===== config.mk =====
export PLATFORM = sky130hd
export DESIGN_NAME = eee_imgproc
export DESIGN_NICKNAME = d
export VERILOG_FILES = /design/src/host_pkg.sv /design/src/video_pkg.sv /design/src/eee_imgproc.sv /design/src/frame_tracker.sv /design/src/host_regs.sv /design/src/msg_queue.sv /design/src/pixel_overlay.sv /design/src/stream_stage.sv
export VERILOG_INCLUDE_DIRS = /design/src /design/src/src
export SDC_FILE = /design/constraint.sdc
export NUM_CORES = 1
export LEC_CHECK = 0
export ABC_AREA = 1
export BUFFER_PORTS_ARGS = -buffer_cell sky130_fd_sc_hd__buf_2
export CAP_MARGIN = 20
export CORE_ASPECT_RATIO = 0.8
export CORE_MARGIN = 2
export CORE_UTILIZATION = 25
export DETAILED_ROUTE_END_ITERATION = 16
export SLEW_MARGIN = 5
export SYNTH_ARGS = -nofsm -noshare
export SYNTH_HDL_FRONTEND = slang
export SYNTH_SLANG_ARGS = --single-unit

===== constraint.sdc =====
create_clock -name clk -period 3.15 [get_ports clk]
set_input_delay 0 -clock clk [delete_from_list [all_inputs] [get_ports clk]]
set_output_delay 0 -clock clk [all_outputs]
set_load 0.005 [all_outputs]

===== src/imgproc_params.svh =====
`ifndef IMGPROC_PARAMS_SVH
`define IMGPROC_PARAMS_SVH

// Frame geometry in pixels
`define IMAGE_W 640
`define IMAGE_H 480

// Message queue
`define MSG_FIFO_DEPTH 16
`define MSG_INTERVAL   6              // Frames between two box reports
`define MSG_TAG        32'h00004242   // First word of every report

// Register port
`define BB_COL_DEFAULT 24'h00ff00     // Green
`define ID_WORD        32'h1234EEE2

`define REG_STATUS 3'd0
`define REG_MSG    3'd1
`define REG_ID     3'd2
`define REG_BBCOL  3'd3

`endif


===== src/host_pkg.sv =====
package host_pkg;

	// Word address on the register port
	typedef logic [2:0] reg_addr_t;

	// One entry of the message queue
	typedef logic [31:0] msg_word_t;

	// Queue fill count, 0 to 16
	typedef logic [4:0] fill_t;

endpackage


===== src/video_pkg.sv =====
package video_pkg;

	// One RGB pixel, red in the top byte
	typedef struct packed {
		logic [7:0] red;
		logic [7:0] green;
		logic [7:0] blue;
	} pixel_t;

	// Stream beat with packet marks
	typedef struct packed {
		pixel_t pixel;
		logic   sop;
		logic   eop;
	} video_beat_t;

	typedef logic [10:0] coord_t;

	// Bounding box of the bright pixels in one frame
	typedef struct packed {
		logic   found;
		coord_t left;
		coord_t right;
		coord_t top;
		coord_t bottom;
	} box_t;

endpackage

===== src/eee_imgproc.sv =====
`timescale 1ns/10ps

module eee_imgproc (
	input  logic                clk,
	input  logic                reset_n,

	// Video in
	input  logic [23:0]         sink_data,
	input  logic                sink_valid,
	output logic                sink_ready,
	input  logic                sink_sop,
	input  logic                sink_eop,

	// Video out
	output logic [23:0]         source_data,
	output logic                source_valid,
	input  logic                source_ready,
	output logic                source_sop,
	output logic                source_eop,

	input  logic                mode,             // High enables the overlay

	// Register port
	input  logic                s_chipselect,
	input  logic                s_read,
	input  logic                s_write,
	input  host_pkg::reg_addr_t s_address,
	output logic [31:0]         s_readdata,
	input  logic [31:0]         s_writedata
);

	video_pkg::video_beat_t sink_beat;
	video_pkg::video_beat_t held_beat;
	video_pkg::video_beat_t ovl_beat;
	video_pkg::video_beat_t source_beat;
	logic                   held_valid;
	logic                   held_ready;
	logic                   advance;
	logic                   frame_done;
	logic                   video;
	video_pkg::coord_t      x;
	video_pkg::coord_t      y;
	video_pkg::box_t        box;
	video_pkg::pixel_t      bb_col;
	logic                   flush;
	logic                   pop;
	host_pkg::msg_word_t    head;
	host_pkg::fill_t        fill;

	assign sink_beat = {sink_data, sink_sop, sink_eop};
	assign {source_data, source_sop, source_eop} = source_beat;
	assign advance = held_valid & held_ready;  // Held beat moves into out_stage

	//////////////////////////////////////////////////////////////
	// Stream path

	stream_stage #(.payload_t(video_pkg::video_beat_t)) in_stage (
		.clk       (clk),
		.reset_n   (reset_n),
		.in_valid  (sink_valid),
		.in_ready  (sink_ready),
		.in_data   (sink_beat),
		.out_valid (held_valid),
		.out_ready (held_ready),
		.out_data  (held_beat)
	);

	frame_tracker frame_tracker_inst (
		.clk        (clk),
		.reset_n    (reset_n),
		.beat       (held_beat),
		.advance    (advance),
		.frame_done (frame_done),
		.video      (video),
		.x          (x),
		.y          (y),
		.box        (box)
	);

	pixel_overlay pixel_overlay_inst (
		.beat     (held_beat),
		.mode     (mode),
		.video    (video),
		.x        (x),
		.y        (y),
		.box      (box),
		.bb_col   (bb_col),
		.out_beat (ovl_beat)
	);

	stream_stage #(.payload_t(video_pkg::video_beat_t)) out_stage (
		.clk       (clk),
		.reset_n   (reset_n),
		.in_valid  (held_valid),
		.in_ready  (held_ready),
		.in_data   (ovl_beat),
		.out_valid (source_valid),
		.out_ready (source_ready),
		.out_data  (source_beat)
	);

	//////////////////////////////////////////////////////////////
	// Messages and registers

	msg_queue msg_queue_inst (
		.clk        (clk),
		.reset_n    (reset_n),
		.frame_done (frame_done),
		.box        (box),
		.flush      (flush),
		.pop        (pop),
		.head       (head),
		.fill       (fill)
	);

	host_regs host_regs_inst (
		.clk          (clk),
		.reset_n      (reset_n),
		.s_chipselect (s_chipselect),
		.s_read       (s_read),
		.s_write      (s_write),
		.s_address    (s_address),
		.s_writedata  (s_writedata),
		.s_readdata   (s_readdata),
		.head         (head),
		.fill         (fill),
		.bb_col       (bb_col),
		.flush        (flush),
		.pop          (pop)
	);

endmodule


===== src/frame_tracker.sv =====
`timescale 1ns/10ps
`include "imgproc_params.svh"

module frame_tracker (
	input  logic                   clk,
	input  logic                   reset_n,
	input  video_pkg::video_beat_t beat,
	input  logic                   advance,     // Held beat moves on this cycle
	output logic                   frame_done,
	output logic                   video,
	output video_pkg::coord_t      x,
	output video_pkg::coord_t      y,
	output video_pkg::box_t        box
);

	video_pkg::coord_t x_min;
	video_pkg::coord_t x_max;
	video_pkg::coord_t y_min;
	video_pkg::coord_t y_max;
	video_pkg::coord_t nxt_x_min;
	video_pkg::coord_t nxt_x_max;
	video_pkg::coord_t nxt_y_min;
	video_pkg::coord_t nxt_y_max;
	logic              hit;
	logic              nxt_hit;
	logic              bright;
	logic              pixel_hit;
	logic              last_x;
	logic              last_y;

	assign bright    = beat.pixel.red[7] & beat.pixel.green[7] & beat.pixel.blue[7];
	assign pixel_hit = advance & ~beat.sop & video & bright;
	assign last_x    = (x == video_pkg::coord_t'(`IMAGE_W - 1));
	assign last_y    = (y == video_pkg::coord_t'(`IMAGE_H - 1));

	// Eop of a video packet closes the frame
	assign frame_done = advance & ~beat.sop & beat.eop & video;

	// Running bounds with the current beat folded in
	assign nxt_x_min = (pixel_hit && x < x_min) ? x : x_min;
	assign nxt_x_max = (pixel_hit && x > x_max) ? x : x_max;
	assign nxt_y_min = (pixel_hit && y < y_min) ? y : y_min;
	assign nxt_y_max = (pixel_hit && y > y_max) ? y : y_max;
	assign nxt_hit   = hit | pixel_hit;

	//////////////////////////////////////////////////////////////
	// Coordinates, packet type and box latch

	always_ff @(posedge clk) begin
		if (!reset_n) begin
			x     <= '0;
			y     <= '0;
			video <= 1'b0;
			hit   <= 1'b0;
			box   <= '0;
		end else if (advance) begin
			if (beat.sop) begin
				video <= (beat.pixel.blue[3:0] == 4'h0);  // Descriptor says video
				x     <= '0;
				y     <= '0;
				hit   <= 1'b0;
			end else begin
				hit <= nxt_hit;
				if (last_x) begin
					x <= '0;
					if (!last_y) begin
						y <= y + 1'b1;  // Oversized packets stay on the last line
					end
				end else begin
					x <= x + 1'b1;
				end
				if (beat.eop && video) begin
					box <= '{found: nxt_hit, left: nxt_x_min, right: nxt_x_max,
						top: nxt_y_min, bottom: nxt_y_max};
				end
			end
		end
	end

	// Bounds restart empty on every descriptor
	always_ff @(posedge clk) begin
		if (advance) begin
			if (beat.sop) begin
				x_min <= '1;
				y_min <= '1;
				x_max <= '0;
				y_max <= '0;
			end else begin
				x_min <= nxt_x_min;
				x_max <= nxt_x_max;
				y_min <= nxt_y_min;
				y_max <= nxt_y_max;
			end
		end
	end

endmodule


===== src/host_regs.sv =====
`timescale 1ns/10ps
`include "imgproc_params.svh"

module host_regs (
	input  logic                clk,
	input  logic                reset_n,
	input  logic                s_chipselect,
	input  logic                s_read,
	input  logic                s_write,
	input  host_pkg::reg_addr_t s_address,
	input  logic [31:0]         s_writedata,
	output logic [31:0]         s_readdata,
	input  host_pkg::msg_word_t head,
	input  host_pkg::fill_t     fill,
	output video_pkg::pixel_t   bb_col,
	output logic                flush,
	output logic                pop
);

	logic [7:0] status_byte;
	logic       read_d;      // Read strobe of the previous cycle
	logic       wr_sel;
	logic       rd_sel;

	assign wr_sel = s_chipselect & s_write;
	assign rd_sel = s_chipselect & s_read;

	// Status bit 4 is a flush command
	assign flush = wr_sel & (s_address == `REG_STATUS) & s_writedata[4];

	// Advance the queue once per read, even if the strobe is held
	assign pop = rd_sel & ~read_d & (s_address == `REG_MSG);

	always_ff @(posedge clk) begin
		if (!reset_n) begin
			status_byte <= 8'h00;
			bb_col      <= `BB_COL_DEFAULT;
		end else if (wr_sel) begin
			if (s_address == `REG_STATUS) begin
				status_byte <= {s_writedata[7:5], 1'b0, s_writedata[3:0]};
			end
			if (s_address == `REG_BBCOL) begin
				bb_col <= s_writedata[23:0];
			end
		end
	end

	always_ff @(posedge clk) begin
		if (!reset_n) begin
			s_readdata <= '0;
			read_d     <= 1'b0;
		end else begin
			read_d <= rd_sel;
			if (rd_sel) begin
				case (s_address)
					`REG_STATUS: s_readdata <= {16'h0000, 3'b000, fill, status_byte};
					`REG_MSG:    s_readdata <= head;
					`REG_ID:     s_readdata <= `ID_WORD;
					`REG_BBCOL:  s_readdata <= {8'h00, bb_col};
					default:     s_readdata <= '0;
				endcase
			end
		end
	end

endmodule


===== src/msg_queue.sv =====
`timescale 1ns/10ps
`include "imgproc_params.svh"

module msg_queue (
	input  logic                clk,
	input  logic                reset_n,
	input  logic                frame_done,
	input  video_pkg::box_t     box,
	input  logic                flush,
	input  logic                pop,
	output host_pkg::msg_word_t head,
	output host_pkg::fill_t     fill
);

	localparam int PTR_W = $clog2(`MSG_FIFO_DEPTH);
	localparam int CNT_W = $clog2(`MSG_INTERVAL);

	host_pkg::msg_word_t mem [`MSG_FIFO_DEPTH];
	host_pkg::msg_word_t wr_word;
	logic [PTR_W-1:0]    wr_ptr;
	logic [PTR_W-1:0]    rd_ptr;
	logic [CNT_W-1:0]    frame_cnt;
	logic [1:0]          wr_step;    // 0 idle, 1 tag, 2 left/top, 3 right/bottom
	logic                start;
	logic                wr_en;
	logic                rd_en;

	//////////////////////////////////////////////////////////////
	// Report scheduler

	assign start = frame_done & ~flush & (frame_cnt == '0) & (wr_step == 2'd0) &
		(fill <= host_pkg::fill_t'(`MSG_FIFO_DEPTH - 3));

	always_comb begin
		case (wr_step)
			2'd1:    wr_word = `MSG_TAG;
			2'd2:    wr_word = {5'd0, box.left, 5'd0, box.top};
			default: wr_word = {5'd0, box.right, 5'd0, box.bottom};
		endcase
	end

	always_ff @(posedge clk) begin
		if (!reset_n) begin
			frame_cnt <= '0;
			wr_step   <= 2'd0;
		end else begin
			if (flush) begin
				wr_step <= 2'd0;  // Drop a report still in progress
			end else if (start) begin
				wr_step <= 2'd1;
			end else if (wr_step != 2'd0) begin
				wr_step <= wr_step + 1'b1;  // Wraps back to idle after the last word
			end
			if (start) begin
				frame_cnt <= CNT_W'(`MSG_INTERVAL - 1);
			end else if (frame_done && frame_cnt != '0) begin
				frame_cnt <= frame_cnt - 1'b1;
			end
		end
	end

	//////////////////////////////////////////////////////////////
	// FIFO

	assign wr_en = (wr_step != 2'd0) & ~flush;
	assign rd_en = pop & (fill != '0) & ~flush;  // Pop on empty does nothing
	assign head  = mem[rd_ptr];

	always_ff @(posedge clk) begin
		if (!reset_n) begin
			wr_ptr <= '0;
			rd_ptr <= '0;
			fill   <= '0;
		end else if (flush) begin
			wr_ptr <= '0;
			rd_ptr <= '0;
			fill   <= '0;
		end else begin
			if (wr_en) begin
				wr_ptr <= wr_ptr + 1'b1;
			end
			if (rd_en) begin
				rd_ptr <= rd_ptr + 1'b1;
			end
			if (wr_en && !rd_en) begin
				fill <= fill + 1'b1;
			end else if (rd_en && !wr_en) begin
				fill <= fill - 1'b1;
			end
		end
	end

	always_ff @(posedge clk) begin
		if (wr_en) begin
			mem[wr_ptr] <= wr_word;
		end
	end

endmodule


===== src/pixel_overlay.sv =====
`timescale 1ns/10ps

module pixel_overlay (
	input  video_pkg::video_beat_t beat,
	input  logic                   mode,
	input  logic                   video,
	input  video_pkg::coord_t      x,
	input  video_pkg::coord_t      y,
	input  video_pkg::box_t        box,
	input  video_pkg::pixel_t      bb_col,
	output video_pkg::video_beat_t out_beat
);

	logic       bright;
	logic       on_edge;
	logic [7:0] grey;

	assign bright = beat.pixel.red[7] & beat.pixel.green[7] & beat.pixel.blue[7];

	// Grey = green/2 + red/4 + blue/4, never above 253
	assign grey = beat.pixel.green[7:1] + beat.pixel.red[7:2] + beat.pixel.blue[7:2];

	assign on_edge = box.found & ((x == box.left) | (x == box.right) |
		(y == box.top) | (y == box.bottom));

	always_comb begin
		out_beat = beat;  // Marks always pass through
		if (mode && video && !beat.sop) begin
			if (on_edge) begin
				out_beat.pixel = bb_col;
			end else if (bright) begin
				out_beat.pixel = '{red: 8'hff, green: 8'hff, blue: 8'hff};
			end else begin
				out_beat.pixel = '{red: grey, green: grey, blue: grey};
			end
		end
	end

endmodule


===== src/stream_stage.sv =====
`timescale 1ns/10ps

module stream_stage #(
	parameter type payload_t = logic [7:0]
) (
	input  logic     clk,
	input  logic     reset_n,

	// Upstream side
	input  logic     in_valid,
	output logic     in_ready,
	input  payload_t in_data,

	// Downstream side
	output logic     out_valid,
	input  logic     out_ready,
	output payload_t out_data
);

	// Accept when empty or when the held beat leaves this cycle
	assign in_ready = ~out_valid | out_ready;

	always_ff @(posedge clk) begin
		if (!reset_n) begin
			out_valid <= 1'b0;
		end else if (in_ready) begin
			out_valid <= in_valid;
		end
	end

	always_ff @(posedge clk) begin
		if (in_valid & in_ready) begin
			out_data <= in_data;
		end
	end

endmodule


Word level (Yosys, flattened, before mapping)
Memories as Yosys holds them, arrays and structs flattened. A register that Yosys moved wholly into a read port is not among the register bits.
Index checks and enable logic that the tools add are counted.
Storage, ports and cells
  memories: 1
  output and inout port bits: 60
  RAM bits: 432
  input bits: 69
  logic and storage cells: 158
  flip-flop bits (word level): 249
Memory list
  msg_queue_inst.mem: words 16, width 27, read ports 1, clocked after Yosys merged registers in 1, write ports 1, line msg_queue.sv:18  | host_pkg::msg_word_t mem [`MSG_FIFO_DEPTH];
Operators by class
  add/sub/neg operators: 10
  bitwise gates (word level): 35
  reduce and logical (&&, ||, !) cells: 32
  order comparisons: 5
  mux-type cells: 25
  eq/ne operators: 12
Operators by type and width (number)
  one-hot mux 32 bit (4 select lines): 1
  2-to-1 mux 11 bit: 9
  2-to-1 mux 24 bit: 3
  one-hot mux 27 bit (2 select lines): 1
  == test 11 bit: 4
  AND 1 bit: 23
  adder 11 x 1 -> 11 bit, second input constant: 2
  greater-than comparator 11 bit: 2
  less-than comparator 11 bit: 2
  == test 11 x 10 -> 1 bit, second input constant: 1
  == test 11 x 9 -> 1 bit, second input constant: 1
  logical AND 1 bit: 10
  2-to-1 mux 5 bit: 2
  nonzero test 2 bit: 5
  adder 4 x 1 -> 4 bit, second input constant: 2
  adder 7 x 6 -> 8 bit: 1
  adder 8 x 6 -> 8 bit: 1
  2-to-1 mux 4 bit: 2
  == test 3 x 2 -> 1 bit, second input constant: 2
  zero test 3 bit: 2
  2-to-1 mux 3 bit: 2
  inverter 1 bit: 6
  bitwise OR 1 bit: 6
  AND reduction 2 bit: 3
  other kinds (18): 26

Depth between registers and ports, before layout
  depth after elaboration: 11
  mapped depth: 16
  depth with buffers taken out: 16

By module
Synthesis repeated with hierarchy kept, for this count alone.
Second synthesis, totals
  cell total of the unflattened synthesis: 3217
  area total of the unflattened synthesis: 29335.6 um2
By module, submodules not included
  msg_queue: sequential area each 11491.0 um2, area each 16598.4 um2, cells an instance 1536, times used 1
  frame_tracker: sequential area each 2702.6 um2, area each 6404.9 um2, cells an instance 880, times used 1
  host_regs: sequential area each 1281.2 um2, area each 2765.2 um2, cells an instance 388, times used 1
  pixel_overlay: sequential area each 0.0 um2, area each 1895.6 um2, cells an instance 345, times used 1
  stream_stage: sequential area each 800.8 um2, area each 832.0 um2, cells an instance 33, times used 2
  eee_imgproc: sequential area each 0.0 um2, area each 7.5 um2, cells an instance 2, times used 1

Worst setup path before layout
OpenSTA, ideal clock, no wires.
  kind: register -> register
  start point: register out_stage.out_valid
  end point: register frame_tracker_inst.y[4]
  arrival: 2649 ps
  stages on the path, launching flop included: 10
  path buffers: 1
  slack: 385 ps
  data required time: 3035 ps
  path through: dfxtp_1 -> nand2_1 -> nand2_2 -> inv_1 -> nand3_4 -> nand2_2 -> buf_6 -> o21ai_0 -> nand2_1 -> nor2_1
Between the ends
  word-level cells in the longest chain between the ends: 4
RTL lines
  start, declared: line stream_stage.sv:15  | output logic out_valid,
  start signal, assigned: line stream_stage.sv:27  | out_valid <= in_valid;
  inverter 1 bit: line stream_stage.sv:21  | assign in_ready = ~out_valid | out_ready;
  bitwise OR 1 bit: line stream_stage.sv:21
  AND 1 bit: line eee_imgproc.sv:52  | assign advance = held_valid & held_ready;
  AND reduction 3 bit (no source line)
  end signal, assigned: line frame_tracker.sv:67  | y <= y + 1'b1;
  end, declared: line frame_tracker.sv:12  | output video_pkg::coord_t y,
No other way between the ends.
A chain may end at the register's enable or synchronous reset.

Worst setup path after layout
  start point: input s_address[2]
  end point: register host_regs_inst.bb_col[13] (netlist name)
Between the ends
  word-level cells in the longest chain between the ends: 2
RTL lines
  start, declared: line eee_imgproc.sv:27  | input host_pkg::reg_addr_t s_address,
  == test 3 x 2 -> 1 bit (no source line)
  AND reduction 2 bit (no source line)
No other way between the ends.

==> impl_metrics.ini <==
[global_route]
grt_max_degree = 114
track_usage_pct = 13.49
grt_pass1_vias = 19340
grt_pass1_wl_um = 119100
overflow = 0
antenna_found_initial = 5

[power_and_ir_drop]
peakVddDrop_mv = 0.4186
p_per_area_nw_per_um2 = 513.1
p_leak_nw = 12.59

[worst_setup_path]
crit_type = input port to flop
r2r_slack_ns = 0.36
worstSetupEndpointType = flop
required_ns = 3.71
critPathLaunch = s_address[2]
timing.rr.start = msg_queue_inst.wr_step[0]
worstPathArrival_ns = 3.40
start_kind = input port
r2r-end = msg_queue_inst.fill[4]
crit_fanout = 25
r2r_cells = 15

[synth]
ys_seq_area_share_pct = 60.98
synthesis.area_sq_um = 27870
synth_fa_ha_area_share_pct = 3.448
synth_edf_count = 464
synth-simple-area-share_pct = 17.37
avgSynthCellArea_sq_um = 9.880
synth_xor_area_share_pct = 1.131
yosys_warnings = 0
postSynthCellCount = 2821
async_reset_ff_share_pct = 0
yosys.area.top_type = edfxtp_1
synth_compound_area_share_pct = 11.15
synth_top_area_share_pct = 49.99
synth-seq-cells = 617
ys.flop_type = edfxtp_1
synth_top_family_by_area = simple AND/OR/NAND/NOR gates
synthMuxAreaShare_pct = 0
synth_area_leaders = edfxtp_1 50%, dfxtp_1 11%, nand2_1 7.1%
yosysUniqueCellTypes = 53

[timing]
final.setup.tns_ns = 0
hold_violations = 0
worst_hold_slack_ns = 0.05429
worst_pin_slew_ns = 1.045
max_freq_ghz = 0.3519
fin_skew_ns = 0.03035
rsz0062_at_grt = false
post-route-min-period_ns = 2.841
drv_slew = 0
period_share_pct = 90.20
finalSetupViolations = 0
max_slew_margin_pct = 30.27

[route]
num_vias = 20930
drt_wl_total_um = 79420
drt_iter0_markers = 2386
wire_per_inst_um = 17.59
vias_per_cell = 4.637
post-route-drc-count = 0
drt-pass1-iter-count = 6
drtAntennaViolNets = 0

[status]
status = finished, final reports clean

[clock_network]
cts_made_buffers = 58
clkLatencyLatePin_ns = 0.64
cts_tree = yes
cts_root_buffer = clkbuf_16
post-cts-setup-buffer-count = 0
clockBufferDepth = 3
htree_levels = 2
clk_pin_slew_ns = 0.06
cts_sinks = 617

[floorplanning]
initial_utilization_pct = 25.23
rows = 109
core-area_sq_um = 110500
ios = 129
die_x_um = 377.3
die_h_um = 302.6
dieArea_sq_um = 114200

[place]
io_buffers = 116
dp_hpwl_um = 51120
post-place-cells = 4326
place.gp.congestion = 0.8421

[min_path]
min_from = mode
worstHoldPathType = input port to flop
worstHoldPathCells = 5
holdPathEnd = out_stage.out_data[11]

[layout]
nets = 3163
instances_no_fill = 4514
layout-drive-gt1-share_pct = 11.76
syn_to_final_growth_pct = 17.95
num-fill-cells = 11430

[job]
maxCapViolCount = 0
==> report_power, final <==
| group | leakage, nW | switching (W) | internal [W] |
|---|---|---|---|
| registers | 5.63 | 0.0000882 | 0.00888 |
| logic | 6.10 | 0.000808 | 0.000436 |
| clock network | 0.860 | 0.00310 | 0.00356 |
==> through the flow <==
stage / worst slack [ns] / power, W / cell area [sq um] / util (%)
after CTS: 0.3787 / 0.01697 / 32840 / 29.72
final: 0.3086 / 0.01687 / 32870 / 29.76
after floorplan: 0.3853 / 0.009874 / 27880 / -
after global placement: 0.4475 / 0.01027 / 30320 / 27.44
after global routing: 0.06826 / 0.01746 / 32870 / 29.76
after detailed placement: 0.4673 / 0.01029 / 30320 / 27.45
==> how the worst max path moves through the flow <==
stage	cells after the start	to
4_1_cts	9	host_regs_inst.bb_col[13]
6_report	9	host_regs_inst.bb_col[13]
2_1_floorplan	9	frame_tracker_inst.y[4]
3_5_place_dp	15	msg_queue_inst.fill[4]
3_3_place_gp	15	msg_queue_inst.fill[4]
5_1_grt	9	host_regs_inst.bb_col[9]
==> routing by layer <==
layer	vias to the layer above	share of wire, %	wire length (um)	track usage (%)
li1	10080	-	-	-
met1	9980	47	37300	19.92
met2	758	43	33820	19.89
met3	109	8.5	6724	3.084
met4	4	1.9	1545	3.124
met5	-	0.029	23	0
==> area by class of cell <==
cell class	instances	area, sq um	area share [%]
clock inverters	26	167.7	0.5100
repair buffers	300	2225	6.767
flip-flops and latches	617	17000	51.72
clock buffers	82	1575	4.792
inverters	212	798.3	2.428
diodes	1	2.502	0.007612
multi-input cells	1833	9296	28.28
well taps	1443	1805	5.492
==> cells in the final DEF, fill, tap and decap left out, types with 58 or more instances in the layout <==
cell,instances
a21oi_1,143
buf_2,116
buf_4,102
clkbuf_16,58
dfxtp_1,151
dlygate4sd3_1,77
edfxtp_1,464
ha_1,64
inv_1,196
nand2_1,525
nand3_1,204
nor2_1,365
o211ai_1,71
o21ai_0,225
==> flip-flops by register name, indices dropped and copies added (netlist names), 2 cells and up, named ones only <==
signal,cells
msg_queue_inst.mem,368
frame_tracker_inst.box,45
host_regs_inst.s_readdata,28
in_stage.out_data,26
out_stage.out_data,26
host_regs_inst.bb_col,24
frame_tracker_inst.x,11
frame_tracker_inst.x_max,11
frame_tracker_inst.x_min,11
frame_tracker_inst.y,11
frame_tracker_inst.y_max,11
frame_tracker_inst.y_min,11
host_regs_inst.status_byte,7
msg_queue_inst.fill,5
msg_queue_inst.rd_ptr,4
msg_queue_inst.wr_ptr,4
msg_queue_inst.frame_cnt,3
msg_queue_inst.wr_step,2
==> logic make-up after synthesis <==
group	Yosys count
other cells	1
simple gates	1170
compound gates	551
fa+ha+maj	72
flops	617
buf+inv	374
xor+xnor	36
==> synth_stat cells (13+ instances only) <==
cell type and instances:
inv_1 198, clkbuf_1 65, nor3_1 21, nor2_1 381, nand3_1 204, xnor2_1 25
edfxtp_1 464, buf_2 50, o211ai_1 71, buf_1 13, ha_1 64, o22ai_1 17
o21ai_1 47, nand4_1 14, buf_4 18, o21ai_0 228, nand2_1 525, dfxtp_1 153
a21oi_1 143
==> critical path, cell delays in order <==
cell,delay (ns)
dlygate4sd3_1,0.55
buf_2,0.15
nor3_2,0.23
buf_4,0.30
nand3_1,0.71
inv_2,0.68
nand2_1,0.12
nand3_1,0.09
dlygate4sd3_1,0.55
==> timing repair <==
item	4_1_cts	5_1_grt
hold buffers	77	0
hold endpoints to repair	100	0
resized for setup	0	0
(Power assumes the default switching activity.)
